[src/hdl/l1_consts.svh]
`ifndef L1_CONSTS_SVH
`define L1_CONSTS_SVH

// Array geometry
`define L1_NCHAN        8
`define L1_NSAMP        8
`define L1_NBITS        12
`define L1_NBEAMS       2

// Derived widths
`define L1_BEAM_BITS    15      // NBITS plus log2 of NCHAN
`define L1_POWER_BITS   18      // Holds 64 x 2048
`define L1_THRESH_BITS  18
`define L1_COUNT_BITS   16

// Per beam, per channel delay in samples, each 0 to 7.
// Beam 0 looks one way across the array, beam 1 the other way.
`define L1_BEAM_DELAYS  '{ '{0, 1, 2, 3, 4, 5, 6, 7}, '{7, 6, 5, 4, 3, 2, 1, 0} }

// Rate servo defaults
`define L1_PERIOD_CLOCKS    64
`define L1_START_THRESH     18'd3000
`define L1_START_TARGET     16'd8       // Triggers per period
`define L1_START_MARGIN     16'd2       // Plus or minus on the count
`define L1_KP               18'd100     // Threshold step per correction

// Wishbone byte offsets
`define L1_REG_PERIODS  22'h00
`define L1_REG_THRESH0  22'h04
`define L1_REG_THRESH1  22'h08
`define L1_REG_COUNT0   22'h0C
`define L1_REG_COUNT1   22'h10
`define L1_REG_TARGET   22'h14
`define L1_REG_MARGIN   22'h18

`endif
[src/hdl/l1_pkg.sv]
`default_nettype none

`include "l1_consts.svh"

package l1_pkg;

    // Raw ADC sample, two's complement
    typedef logic signed [`L1_NBITS-1:0] sample_t;

    // One channel's block, sample 0 is the oldest
    typedef sample_t [`L1_NSAMP-1:0] chan_block_t;

    // Every channel for one wbclk
    typedef chan_block_t [`L1_NCHAN-1:0] adc_block_t;

    // Sum of all channels after delay alignment
    typedef logic signed [`L1_BEAM_BITS-1:0] beam_sample_t;

    // Sum of beam magnitudes over one block
    typedef logic [`L1_POWER_BITS-1:0] power_t;

    typedef logic [`L1_THRESH_BITS-1:0] thresh_t;

    // Triggers seen in one servo period
    typedef logic [`L1_COUNT_BITS-1:0] count_t;

    // One bit per beam
    typedef logic [`L1_NBEAMS-1:0] beam_vec_t;

endpackage

`default_nettype wire

[src/hdl/l1_trigger_top.sv]
`timescale 1ns/1ps
`default_nettype none

`include "l1_consts.svh"

module l1_trigger_top (
    input  logic                wbclk,
    input  logic                rst_n_i,
    input  l1_pkg::adc_block_t  samples_i,
    input  logic                wb_cyc_i,
    input  logic                wb_stb_i,
    input  logic                wb_we_i,
    input  logic [21:0]         wb_adr_i,
    input  logic [31:0]         wb_dat_i,
    output logic                wb_ack_o,
    output logic [31:0]         wb_dat_o,
    output l1_pkg::beam_vec_t   trigger_o
);

    l1_pkg::power_t  [`L1_NBEAMS-1:0]   power;
    l1_pkg::thresh_t [`L1_NBEAMS-1:0]   thresh;
    l1_pkg::count_t  [`L1_NBEAMS-1:0]   count;
    logic [31:0]                        periods;
    l1_pkg::beam_vec_t                  thresh_wr;
    l1_pkg::thresh_t                    thresh_wdata;
    l1_pkg::count_t                     target;
    l1_pkg::count_t                     margin;

    beam_power i_beam_power (
        .rst_n_i    (rst_n_i),
        .wbclk      (wbclk),
        .samples_i  (samples_i),
        .power_o    (power)
    );

    trigger_servo #(
        .PERIOD_CLOCKS  (`L1_PERIOD_CLOCKS)
    ) i_trigger_servo (
        .rst_n_i        (rst_n_i),
        .wbclk          (wbclk),
        .power_i        (power),
        .thresh_wr_i    (thresh_wr),
        .thresh_wdata_i (thresh_wdata),
        .target_i       (target),
        .margin_i       (margin),
        .trigger_o      (trigger_o),
        .thresh_o       (thresh),
        .count_o        (count),
        .periods_o      (periods)
    );

    l1_wb_regs i_l1_wb_regs (
        .rst_n_i        (rst_n_i),
        .wbclk          (wbclk),
        .wb_cyc_i       (wb_cyc_i),
        .wb_stb_i       (wb_stb_i),
        .wb_we_i        (wb_we_i),
        .wb_adr_i       (wb_adr_i),
        .wb_dat_i       (wb_dat_i),
        .thresh_i       (thresh),
        .count_i        (count),
        .periods_i      (periods),
        .wb_ack_o       (wb_ack_o),
        .wb_dat_o       (wb_dat_o),
        .thresh_wr_o    (thresh_wr),
        .thresh_wdata_o (thresh_wdata),
        .target_o       (target),
        .margin_o       (margin)
    );

endmodule

`default_nettype wire

[src/hdl/l1_wb_regs.sv]
`timescale 1ns/1ps
`default_nettype none

`include "l1_consts.svh"

module l1_wb_regs (
    input  logic                                  rst_n_i,
    input  logic                                  wbclk,
    input  logic                                  wb_cyc_i,
    input  logic                                  wb_stb_i,
    input  logic                                  wb_we_i,
    input  logic [21:0]                           wb_adr_i,
    input  logic [31:0]                           wb_dat_i,
    input  l1_pkg::thresh_t [`L1_NBEAMS-1:0]      thresh_i,
    input  l1_pkg::count_t  [`L1_NBEAMS-1:0]      count_i,
    input  logic [31:0]                           periods_i,
    output logic                                  wb_ack_o,
    output logic [31:0]                           wb_dat_o,
    output l1_pkg::beam_vec_t                     thresh_wr_o,
    output l1_pkg::thresh_t                       thresh_wdata_o,
    output l1_pkg::count_t                        target_o,
    output l1_pkg::count_t                        margin_o
);

    logic           access;
    logic           held_q;     // Access already acked, waiting for stb to drop
    logic           take;       // First cycle of an access
    logic           wr_en;
    logic [31:0]    rd_data;

    assign access = wb_cyc_i && wb_stb_i;
    assign take   = access && !wb_ack_o && !held_q;
    assign wr_en  = take && wb_we_i;

    // Single-cycle ack, one per access
    always_ff @(posedge wbclk or negedge rst_n_i) begin
        if (!rst_n_i) begin
            wb_ack_o <= 1'b0;
            held_q   <= 1'b0;
        end else begin
            wb_ack_o <= take;
            held_q   <= access && (held_q || wb_ack_o);
        end
    end

    // Threshold writes go straight to the servo, same edge as the ack
    assign thresh_wr_o[0] = wr_en && (wb_adr_i == `L1_REG_THRESH0);
    assign thresh_wr_o[1] = wr_en && (wb_adr_i == `L1_REG_THRESH1);
    assign thresh_wdata_o = wb_dat_i[`L1_THRESH_BITS-1:0];

    always_ff @(posedge wbclk or negedge rst_n_i) begin
        if (!rst_n_i) begin
            target_o <= `L1_START_TARGET;
            margin_o <= `L1_START_MARGIN;
        end else if (wr_en) begin
            if (wb_adr_i == `L1_REG_TARGET) begin
                target_o <= wb_dat_i[`L1_COUNT_BITS-1:0];
            end
            if (wb_adr_i == `L1_REG_MARGIN) begin
                margin_o <= wb_dat_i[`L1_COUNT_BITS-1:0];
            end
        end
    end

    // Read mux
    always_comb begin
        case (wb_adr_i)
            `L1_REG_PERIODS: rd_data = periods_i;
            `L1_REG_THRESH0: rd_data = 32'(thresh_i[0]);
            `L1_REG_THRESH1: rd_data = 32'(thresh_i[1]);
            `L1_REG_COUNT0:  rd_data = 32'(count_i[0]);
            `L1_REG_COUNT1:  rd_data = 32'(count_i[1]);
            `L1_REG_TARGET:  rd_data = 32'(target_o);
            `L1_REG_MARGIN:  rd_data = 32'(margin_o);
            default:         rd_data = 32'd0;               // Unused offsets
        endcase
    end

    // Captured with the ack so it is stable while ack is high
    always_ff @(posedge wbclk) begin
        if (take) begin
            wb_dat_o <= rd_data;
        end
    end

endmodule

`default_nettype wire

[src/hdl/trigger_servo.sv]
`timescale 1ns/1ps
`default_nettype none

`include "l1_consts.svh"

module trigger_servo #(
    parameter int PERIOD_CLOCKS = `L1_PERIOD_CLOCKS
) (
    input  logic                                  rst_n_i,
    input  logic                                  wbclk,
    input  l1_pkg::power_t  [`L1_NBEAMS-1:0]      power_i,
    input  l1_pkg::beam_vec_t                     thresh_wr_i,
    input  l1_pkg::thresh_t                       thresh_wdata_i,
    input  l1_pkg::count_t                        target_i,
    input  l1_pkg::count_t                        margin_i,
    output l1_pkg::beam_vec_t                     trigger_o,
    output l1_pkg::thresh_t [`L1_NBEAMS-1:0]      thresh_o,
    output l1_pkg::count_t  [`L1_NBEAMS-1:0]      count_o,
    output logic [31:0]                           periods_o
);

    localparam int CNT_W = $clog2(PERIOD_CLOCKS);

    logic [CNT_W-1:0]                       clk_cnt_q;
    logic                                   period_end;
    l1_pkg::count_t [`L1_NBEAMS-1:0]        run_cnt_q;
    l1_pkg::count_t [`L1_NBEAMS-1:0]        total;      // Including this cycle's trigger

    // One servo correction for one beam
    function automatic l1_pkg::thresh_t servo_step(
        input l1_pkg::thresh_t thr,
        input l1_pkg::count_t  cnt,
        input l1_pkg::count_t  target,
        input l1_pkg::count_t  margin
    );
        logic [`L1_COUNT_BITS:0]  hi;
        logic [`L1_COUNT_BITS:0]  lo;
        logic [`L1_THRESH_BITS:0] up;
        hi = target + margin;
        lo = cnt + margin;
        up = thr + `L1_KP;
        if (cnt > hi) begin                                     // Too many, raise
            return up[`L1_THRESH_BITS] ? '1 : up[`L1_THRESH_BITS-1:0];
        end else if (lo < target) begin                         // Too few, lower
            return (thr >= `L1_KP) ? l1_pkg::thresh_t'(thr - `L1_KP) : '0;
        end
        return thr;
    endfunction

    assign period_end = (clk_cnt_q == CNT_W'(PERIOD_CLOCKS - 1));

    always_comb begin
        for (int b = 0; b < `L1_NBEAMS; b++) begin
            total[b] = run_cnt_q[b] + l1_pkg::count_t'(trigger_o[b]);
        end
    end

    // Registered compare, strictly greater
    always_ff @(posedge wbclk or negedge rst_n_i) begin
        if (!rst_n_i) begin
            trigger_o <= '0;
        end else begin
            for (int b = 0; b < `L1_NBEAMS; b++) begin
                trigger_o[b] <= (power_i[b] > thresh_o[b]);
            end
        end
    end

    // Period timer, also counts completed periods
    always_ff @(posedge wbclk or negedge rst_n_i) begin
        if (!rst_n_i) begin
            clk_cnt_q <= '0;
            periods_o <= '0;
        end else if (period_end) begin
            clk_cnt_q <= '0;
            periods_o <= periods_o + 32'd1;
        end else begin
            clk_cnt_q <= clk_cnt_q + 1'b1;
        end
    end

    always_ff @(posedge wbclk or negedge rst_n_i) begin
        if (!rst_n_i) begin
            run_cnt_q <= '0;
            count_o   <= '0;
            for (int b = 0; b < `L1_NBEAMS; b++) begin
                thresh_o[b] <= `L1_START_THRESH;
            end
        end else begin
            for (int b = 0; b < `L1_NBEAMS; b++) begin
                if (period_end) begin
                    count_o[b]   <= total[b];
                    run_cnt_q[b] <= '0;
                end else begin
                    run_cnt_q[b] <= total[b];
                end
                if (thresh_wr_i[b]) begin                       // Bus write beats the step
                    thresh_o[b] <= thresh_wdata_i;
                end else if (period_end) begin
                    thresh_o[b] <= servo_step(thresh_o[b], total[b], target_i, margin_i);
                end
            end
        end
    end

endmodule

`default_nettype wire

[src/hdl/beam_power.sv]
`timescale 1ns/1ps
`default_nettype none

`include "l1_consts.svh"

module beam_power (
    input  logic                                  rst_n_i,
    input  logic                                  wbclk,
    input  l1_pkg::adc_block_t                    samples_i,
    output l1_pkg::power_t [`L1_NBEAMS-1:0]       power_o
);

    localparam int DELAYS [`L1_NBEAMS][`L1_NCHAN] = `L1_BEAM_DELAYS;

    l1_pkg::adc_block_t     prev_q;                             // Last block, all channels
    l1_pkg::beam_sample_t   beam_d [`L1_NBEAMS][`L1_NSAMP];
    l1_pkg::beam_sample_t   beam_q [`L1_NBEAMS][`L1_NSAMP];
    l1_pkg::power_t         power_d [`L1_NBEAMS];

    // Sample idx of a channel, negative idx reaches into the previous block
    function automatic l1_pkg::sample_t pick_sample(
        input l1_pkg::adc_block_t cur,
        input l1_pkg::adc_block_t prev,
        input int                 ch,
        input int                 idx
    );
        if (idx >= 0) begin
            return l1_pkg::sample_t'(cur[ch][idx]);
        end
        return l1_pkg::sample_t'(prev[ch][idx + `L1_NSAMP]);
    endfunction

    // Magnitude, widened first so -16384 does not wrap
    function automatic l1_pkg::power_t abs_beam(input l1_pkg::beam_sample_t x);
        logic signed [`L1_BEAM_BITS:0] wide;
        wide = x;
        if (wide < 0) begin
            wide = -wide;
        end
        return l1_pkg::power_t'(wide);
    endfunction

    always_ff @(posedge wbclk) begin
        prev_q <= samples_i;
    end

    // Stage one: align and sum the channels
    always_comb begin
        for (int b = 0; b < `L1_NBEAMS; b++) begin
            for (int n = 0; n < `L1_NSAMP; n++) begin
                beam_d[b][n] = '0;
                for (int ch = 0; ch < `L1_NCHAN; ch++) begin
                    beam_d[b][n] = beam_d[b][n]
                                 + pick_sample(samples_i, prev_q, ch, n - DELAYS[b][ch]);
                end
            end
        end
    end

    always_ff @(posedge wbclk or negedge rst_n_i) begin
        if (!rst_n_i) begin
            for (int b = 0; b < `L1_NBEAMS; b++) begin
                for (int n = 0; n < `L1_NSAMP; n++) begin
                    beam_q[b][n] <= '0;
                end
            end
        end else begin
            beam_q <= beam_d;
        end
    end

    // Stage two: block power
    always_comb begin
        for (int b = 0; b < `L1_NBEAMS; b++) begin
            power_d[b] = '0;
            for (int n = 0; n < `L1_NSAMP; n++) begin
                power_d[b] = power_d[b] + abs_beam(beam_q[b][n]);
            end
        end
    end

    always_ff @(posedge wbclk or negedge rst_n_i) begin
        if (!rst_n_i) begin
            power_o <= '0;
        end else begin
            for (int b = 0; b < `L1_NBEAMS; b++) begin
                power_o[b] <= power_d[b];
            end
        end
    end

endmodule

`default_nettype wire

[config.mk]
export PLATFORM = sky130hd
export DESIGN_NAME = l1_trigger_top
export DESIGN_NICKNAME = d
export VERILOG_FILES = /design/src/hdl/l1_pkg.sv /design/src/hdl/l1_trigger_top.sv /design/src/hdl/l1_wb_regs.sv /design/src/hdl/trigger_servo.sv /design/src/hdl/beam_power.sv
export VERILOG_INCLUDE_DIRS = /design/src /design/src/hdl
export SDC_FILE = /design/constraint.sdc
export NUM_CORES = 2
export LEC_CHECK = 0
export ABC_AREA = 0
export BUFFER_PORTS_ARGS = -buffer_cell sky130_fd_sc_hd__buf_4
export CAP_MARGIN = 20
export CORE_UTILIZATION = 55
export CTS_CLUSTER_DIAMETER = 120
export DETAILED_ROUTE_END_ITERATION = 8
export GPL_TIMING_DRIVEN = 0
export MAX_ROUTING_LAYER = met4
export PLACE_DENSITY_LB_ADDON = 0.12
export SYNTH_ARGS = -nofsm -noshare
export SYNTH_HDL_FRONTEND = slang
export SYNTH_SLANG_ARGS = --single-unit
[constraint.sdc]
create_clock -name wbclk -period 18.9 [get_ports wbclk]
set_input_delay 2.835 -clock wbclk [delete_from_list [all_inputs] [get_ports wbclk]]
set_output_delay 2.835 -clock wbclk [all_outputs]
set_load 0.005 [all_outputs]
# Word-level counts from Yosys, hierarchy flattened

Index checks and enable logic that the tools add are counted.

Flip-flop bits (word level): 1,010
Bits in latches: 0
Memory bits (writable): 0
Bits in read-only memories: 0
Input port bits: 827
Output and inout port bits: 35
Logic and storage cells: 321
Memories: 0

Add/subtract/negate cells: 153
$mul: 0
Divide/modulo/power cells: 0
Order comparisons: 24
Eq/ne operators: 7
Shifts and indexed selects: 0
Mux-type cells: 42
Bitwise gates (word level): 0
Reduce and logical (&&, ||, !) cells: 19

Operators with widths:

| operator              | number |
|---|---|
| $add 15x12->15        | 80 |
| $mux 16               | 18 |
| $neg 15->16           | 16 |
| $mux 18               | 14 |
| $lt 15x1->1 const B   | 16 |
| $add 13x12->14        | 16 |
| $pmux 32 s7           | 1 |
| $add 18x18->18        | 12 |
| $add 12x12->13        | 16 |
| $add 16x16->17        | 5 |
| $eq 22x5->1 const B   | 3 |
| $eq 22x4->1 const B   | 2 |
| $add 18x7->19 const B | 2 |
| $ge 18x7->1 const B   | 2 |
| $gt 18x18->1          | 2 |
| $sub 18x7->18 const B | 2 |
| $gt 16x17->1          | 2 |
| $lt 17x16->1          | 2 |
| $add 16x1->16         | 2 |
| $add 32x1->32 const B | 1 |
| $eq 22x3->1 const B   | 1 |
| $logic_not 22->1      | 1 |
| $mux 1                | 8 |
| $reduce_and 2->1      | 4 |
| other kinds (7)       | 17 |

# Logic depth before layout (Yosys ltp)

Depth after elaboration: 10
Depth in mapped cells: 30
Depth with buffers taken out: 30

# Cells and area by module

From an unflattened synthesis, not the netlist that was laid out.

Cells, all modules: 7,486
Area total of the unflattened synthesis: 81,555.7 µm²

Modules (own cells, without submodules):

| module        | instances | cells an instance | area an instance (µm²) |
|---|---|---|---|
| beam_power    | 1         | 5,769             | 65,883.2 |
| trigger_servo | 1         | 1,426             | 12,055.3 |
| l1_wb_regs    | 1         | 291               | 3,617.2 |

# Worst setup path before layout

No wires, ideal clock.

Path kind: input -> register
Start point: input samples_i[97] (netlist bit)
End point: register i_beam_power.beam_q[29] (netlist bit)
Setup time: 124 ps
Arrival: 7,901 ps
Required time: 18,776 ps
Setup slack: 10,875 ps
Cell stages on the path: 23
Cell sequence: fa_1 > ha_1 > fa_1 > a21o_1 > a21oi_1 > o21bai_1 > a21oi_1 > o21bai_1 > a21oi_1 > o21bai_1 > a21oi_1 > xnor2_1 > fa_1 > inv_1 > fa_1 > inv_1 > fa_1 > ha_1 > and3_1 > a211oi_1 > o21bai_1 > a21oi_1 > xnor2_1

RTL lines:

| item                 | line                | text |
|---|---|---|
| from (decl)          | l1_trigger_top.sv:9 | `input l1_pkg::adc_block_t samples_i,` |
| to (signal assigned) | beam_power.sv:68    | `beam_q <= beam_d;` |
| to (decl)            | beam_power.sv:17    | `` l1_pkg::beam_sample_t beam_q [`L1_NBEAMS][`L1_NSAMP]; `` |

==> impl_results.html <==
<table>
<tr><th>Metric</th><th>Value</th></tr>
<tr><th colspan="2">Floorplan</th></tr>
<tr><td>Die Ht</td><td>392 µm</td></tr>
<tr><td>Die Outline Area</td><td>154000 µm²</td></tr>
<tr><td>IO Pins</td><td>862</td></tr>
<tr><td>Area of the core region</td><td>150000 µm²</td></tr>
<tr><td>Initial core utilization</td><td>55.7%</td></tr>
<tr><td>Die width</td><td>about 390 µm</td></tr>
<tr><td>Rows</td><td>142</td></tr>
<tr><th colspan="2">Setup path</th></tr>
<tr><td>Data arrival time at the worst-slack endpoint</td><td>9.48 ns</td></tr>
<tr><td>Worst reg-to-reg path cell count</td><td>27</td></tr>
<tr><td>Highest fanout seen on the critical path</td><td>5</td></tr>
<tr><td>First element of the critical path</td><td>samples_i[49]</td></tr>
<tr><td>Type of element launching the critical path</td><td>input pin</td></tr>
<tr><td>Req. time, crit path</td><td>19.60 ns</td></tr>
<tr><td>Slowest Stage Delay on Critical Path</td><td>0.55 ns</td></tr>
<tr><td>Capturing element type of the critical path</td><td>flop</td></tr>
<tr><td>Worst Path Class, Setup</td><td>in2reg</td></tr>
<tr><td>Beginning of the worst register-to-register path</td><td>i_beam_power.beam_q[105]</td></tr>
<tr><td>Crit path top cell by count</td><td>sky130_fd_sc_hd__fa_1</td></tr>
<tr><td>Worst R2R Setup Slack</td><td>10.82 ns</td></tr>
<tr><td>R2R Path End</td><td>i_beam_power.power_o[35]</td></tr>
<tr><td>CP endpoint</td><td>i_beam_power.beam_q[179]</td></tr>
<tr><td>Slowest CP cell</td><td>sky130_fd_sc_hd__fa_1</td></tr>
<tr><td>Series of cell instances along the critical path</td><td>buf_4, fa_1, ha_1, inv_1, fa_1, nor2b_1, o21ai_0, a21boi_0, o21ai_0, a21boi_0, o21ai_0, a21oi_1, o21ai_0, o31a_1, fa_1, inv_1, fa_1, inv_1, fa_1, ha_1, nand3_1, nand3_1, o41ai_1, xnor2_1</td></tr>
<tr><th colspan="2">Global route</th></tr>
<tr><td>Fraction of met2 tracks used by global routing</td><td>60.3%</td></tr>
<tr><td>Met1 track demand over resource in global routing</td><td>46.6%</td></tr>
<tr><td>Most heavily used metal layer in global routing</td><td>met2</td></tr>
<tr><td>Overflow left after global routing</td><td>0</td></tr>
<tr><td>First-pass GRT wire length</td><td>396000 µm</td></tr>
<tr><td>Largest net degree at the start of global routing</td><td>119</td></tr>
<tr><td>All-layer global routing usage</td><td>a little over a third</td></tr>
<tr><td>Number of antenna violations at the first check in global routing</td><td>21</td></tr>
<tr><td>Vias in the first global route</td><td>63013</td></tr>
<tr><td>Met3 Usage GRT</td><td>4.10%</td></tr>
<tr><th colspan="2">CTS</th></tr>
<tr><td>Clock-pin slew on the worst setup and hold paths</td><td>~0.06 ns</td></tr>
<tr><td>Source-to-sink clock delay at the later pin of the worst-skew pair</td><td>0.78 ns</td></tr>
<tr><td>Post_cts resized</td><td>0</td></tr>
<tr><td>Post-CTS Repair Setup Buffers</td><td>0</td></tr>
<tr><td>TritonCTS clock tree</td><td>done</td></tr>
<tr><td>TritonCTS buffer count</td><td>about 120</td></tr>
<tr><td>Clock root buffer</td><td>sky130_fd_sc_hd__clkbuf_16</td></tr>
<tr><td>Hold-fix buffers, CTS</td><td>0</td></tr>
<tr><td>TritonCTS sink count</td><td>1010</td></tr>
<tr><td># H-tree levels</td><td>3</td></tr>
<tr><td>Buffer levels on the longest clock path</td><td>3</td></tr>
<tr><th colspan="2">Synthesis</th></tr>
<tr><td>Async set-or-reset flop fraction in the synthesized netlist</td><td>44.6%</td></tr>
<tr><td>Part of the Yosys area used for sequential elements</td><td>27.2%</td></tr>
<tr><td>Number of warning messages in the yosys log</td><td>0</td></tr>
<tr><td>Number of distinct library cells after synthesis</td><td>93</td></tr>
<tr><td>Multiplexer share of the synthesized area</td><td>less than 1%</td></tr>
<tr><td>Average instance area after synthesis</td><td>10.4 µm²</td></tr>
<tr><td>Post-Synth Adder-Cell Area</td><td>just under 40%</td></tr>
<tr><td>Basic-gate share of the synthesized area counting and, or, nand and nor cells</td><td>9.03%</td></tr>
<tr><td>Post-synth design cell area</td><td>83800 µm²</td></tr>
<tr><td>Prevailing post-synth register cell</td><td>sky130_fd_sc_hd__dfxtp_1</td></tr>
<tr><td>Gate Count Post-Synth</td><td>8099</td></tr>
<tr><td>Post-synthesis share of cell area spent on xor and xnor gates</td><td>7.24%</td></tr>
<tr><td>Synthesized-area fraction occupied by ao, oa, aoi and oai cells</td><td>a little under a tenth</td></tr>
<tr><td>Main combinational cell family by area after synthesis</td><td>adder cells</td></tr>
<tr><td>Number of enable-type register cells in the synthesized netlist</td><td>32</td></tr>
<tr><td>Count of state elements after synthesis</td><td>1010</td></tr>
<tr><th colspan="2">Timing</th></tr>
<tr><td>Share of the clock period used by the worst path</td><td>46.5%</td></tr>
<tr><td>Setup total negative slack</td><td>0 ns</td></tr>
<tr><td>Worst Hold Margin</td><td>0.480 ns</td></tr>
<tr><td>Worst-case headroom to the max-slew limit</td><td>a little over a quarter</td></tr>
<tr><td>Tightest Pin Transition</td><td>1.10 ns</td></tr>
<tr><td>Post-layout minimum cycle time</td><td>8.78 ns</td></tr>
<tr><td>Finish-stage setup viols</td><td>0</td></tr>
<tr><td>Highest achievable clock rate</td><td>114 MHz</td></tr>
<tr><td>Count of pins over their slew limit</td><td>0</td></tr>
<tr><td>Final Hold Violating Endpoints</td><td>0</td></tr>
<tr><td>Worst clock skew</td><td>0.0391 ns</td></tr>
<tr><td>Setup repair after global routing missed its margin</td><td>false</td></tr>
<tr><th colspan="2">Routing</th></tr>
<tr><td>Wire length per cell</td><td>24.1 µm</td></tr>
<tr><td>Number of nets with antenna violations after routing</td><td>0</td></tr>
<tr><td>Aggregate routed wire length</td><td>271000 µm</td></tr>
<tr><td>Vias per cell</td><td>5.42</td></tr>
<tr><td>Remaining routing DRC violations</td><td>0</td></tr>
<tr><td>Detailed Routing Iterations Pass 1</td><td>8</td></tr>
<tr><td>Total via count in the routed design</td><td>60822</td></tr>
<tr><td>Initial detailed-routing violation count</td><td>4804</td></tr>
<tr><th colspan="2">Cells and area</th></tr>
<tr><td>Final-stage net count</td><td>approximately 12000</td></tr>
<tr><td>Most common cell after layout, fill and taps aside</td><td>sky130_fd_sc_hd__inv_1</td></tr>
<tr><td>Most frequent cells in the layout</td><td>sky130_fd_sc_hd__inv_1, sky130_fd_sc_hd__fa_1, sky130_fd_sc_hd__buf_4</td></tr>
<tr><td>Layout cells sized above 1</td><td>12.9%</td></tr>
<tr><td>Synth-to-layout area growth</td><td>15.8%</td></tr>
<tr><td>Finished Core Util</td><td>64.5%</td></tr>
<tr><td>Final std cells w/o fill</td><td>11228</td></tr>
<tr><td>Filler cells</td><td>12387</td></tr>
<tr><th colspan="2">Flow run</th></tr>
<tr><td>Maxcap violations</td><td>0</td></tr>
<tr><th colspan="2">Status</th></tr>
<tr><td>Result of the run</td><td>finished clean</td></tr>
<tr><th colspan="2">Worst hold path</th></tr>
<tr><td>Classification of the worst-slack hold path</td><td>reg2reg</td></tr>
<tr><th colspan="2">Placed design</th></tr>
<tr><td>GP Congestion</td><td>1.03</td></tr>
<tr><td>Total half-perimeter wirelength after legalization and detailed placement</td><td>237000 µm</td></tr>
<tr><td>Placed cell count</td><td>10989</td></tr>
<tr><td>Number of input and output port buffers inserted</td><td>847</td></tr>
</table>
[routing by layer]
layer	up-vias	share of wire, %	wire [µm]
met2	2162	49	133000
met3	512	5.5	15000
met1	30261	41	110000
met5	-	0	0
li1	27887	-	-
met4	0	4.5	12200
[worst min-delay path by stage]
stage | startpoint | end | slack (ns) | depth (start not counted)
6_report | i_trigger_servo.periods_o[31] | i_trigger_servo.periods_o[31] | 0.48 | 1
2_1_floorplan | i_trigger_servo.periods_o[31] | i_trigger_servo.periods_o[31] | 0.43 | 1
3_3_place_gp | i_trigger_servo.clk_cnt_q[5] | i_trigger_servo.clk_cnt_q[5] | 0.46 | 1
4_1_cts | i_trigger_servo.periods_o[31] | i_trigger_servo.periods_o[31] | 0.48 | 1
5_1_grt | i_trigger_servo.periods_o[30] | i_trigger_servo.periods_o[30] | 0.50 | 1
3_5_place_dp | i_trigger_servo.periods_o[31] | i_trigger_servo.periods_o[31] | 0.47 | 1
[sequential cells by signal, summed over array words and instances, names as in the netlist, 6 cells and up]
| signal | cells |
|---|---|
| i_beam_power.prev_q | 528 |
| i_beam_power.beam_q | 240 |
| i_beam_power.power_o | 36 |
| i_trigger_servo.thresh_o | 36 |
| i_l1_wb_regs.wb_dat_o | 32 |
| i_trigger_servo.count_o | 32 |
| i_trigger_servo.periods_o | 32 |
| i_trigger_servo.run_cnt_q | 32 |
| i_l1_wb_regs.margin_o | 16 |
| i_l1_wb_regs.target_o | 16 |
| i_trigger_servo.clk_cnt_q | 6 |
[layout make-up]
cell class / instances / area, µm² / share of cell area [%]
diodes: 20 / 50.0 / 0.0515
plain buffers: 86 / 364 / 0.375
clock buffers: 151 / 3240 / 3.33
clock inverters: 65 / 880 / 0.906
inverters: 1666 / 6250 / 6.44
multi-input cells: 5357 / 54500 / 56.1
flip-flops and latches: 1010 / 22800 / 23.5
well taps: 2016 / 2520 / 2.60
repair buffers: 857 / 6500 / 6.69
[metrics by stage]
step / setup slack, ns / cell area [µm²]
2_1_floorplan: 10.87 / 83900
3_3_place_gp: 9.64 / 92800
3_5_place_dp: 9.54 / 92900
4_1_cts: 10.34 / 97000
5_1_grt: 9.80 / 97100
6_report: 10.12 / 97100
[cell usage after synthesis (12+ instances only)]
master | number | area share, %
sky130_fd_sc_hd__clkbuf_1 | 61 | 0.27
sky130_fd_sc_hd__ha_1 | 644 | 9.6
sky130_fd_sc_hd__dfxtp_1 | 528 | 13
sky130_fd_sc_hd__a21boi_0 | 57 | 0.51
sky130_fd_sc_hd__o41a_1 | 13 | 0.17
sky130_fd_sc_hd__a22oi_1 | 21 | 0.19
sky130_fd_sc_hd__a211oi_1 | 17 | 0.15
sky130_fd_sc_hd__o21a_1 | 79 | 0.71
sky130_fd_sc_hd__or3_1 | 61 | 0.46
sky130_fd_sc_hd__nor2b_1 | 118 | 0.88
sky130_fd_sc_hd__mux2i_1 | 23 | 0.27
sky130_fd_sc_hd__a21o_1 | 78 | 0.70
sky130_fd_sc_hd__o21bai_1 | 30 | 0.27
sky130_fd_sc_hd__xnor2_1 | 476 | 5.0
sky130_fd_sc_hd__nand2_1 | 344 | 1.5
sky130_fd_sc_hd__o31a_1 | 26 | 0.27
sky130_fd_sc_hd__nor2_1 | 469 | 2.1
sky130_fd_sc_hd__nand3_1 | 111 | 0.66
sky130_fd_sc_hd__nand2b_1 | 68 | 0.51
sky130_fd_sc_hd__or4_1 | 21 | 0.19
sky130_fd_sc_hd__nor3_1 | 160 | 0.96
sky130_fd_sc_hd__or2_2 | 53 | 0.40
sky130_fd_sc_hd__dfstp_2 | 16 | 0.50
sky130_fd_sc_hd__nand4_1 | 56 | 0.42
sky130_fd_sc_hd__and3_1 | 38 | 0.28
sky130_fd_sc_hd__edfxtp_1 | 32 | 1.1
sky130_fd_sc_hd__nor4_1 | 21 | 0.16
sky130_fd_sc_hd__dfrtp_1 | 434 | 13
sky130_fd_sc_hd__o211ai_1 | 31 | 0.28
sky130_fd_sc_hd__o31ai_1 | 64 | 0.57
sky130_fd_sc_hd__o311a_1 | 29 | 0.35
sky130_fd_sc_hd__o41ai_1 | 44 | 0.46
sky130_fd_sc_hd__buf_2 | 12 | 0.072
sky130_fd_sc_hd__fa_1 | 1223 | 29
sky130_fd_sc_hd__a222oi_1 | 18 | 0.21
sky130_fd_sc_hd__a31oi_1 | 38 | 0.28
sky130_fd_sc_hd__mux2_2 | 26 | 0.35
sky130_fd_sc_hd__a21oi_1 | 253 | 1.5
sky130_fd_sc_hd__xor2_1 | 217 | 2.3
sky130_fd_sc_hd__o21ai_0 | 277 | 1.7
sky130_fd_sc_hd__inv_1 | 1665 | 7.5
[cell families after synthesis]
group	after synthesis
adders and majority gates	1867
buffers and inverters	1752
and+or+nand+nor	1571
AOI/OAI and AO/OA	1154
DFF	1010
xor gates and xnor gates	693
muxes	50
other	2
[critical path: cells and delay by family]
kind | cells | cell delay, ns
simple gates | 3 | 0.45
buf+inv | 4 | 0.30
compound gates | 9 | 2.57
fa+ha+maj | 7 | 3.13
xor+xnor | 1 | 0.17
Power is left out: the tool's default activity adds up to more than one toggle a clock period on the data nets, which glitch-free logic cannot reach.
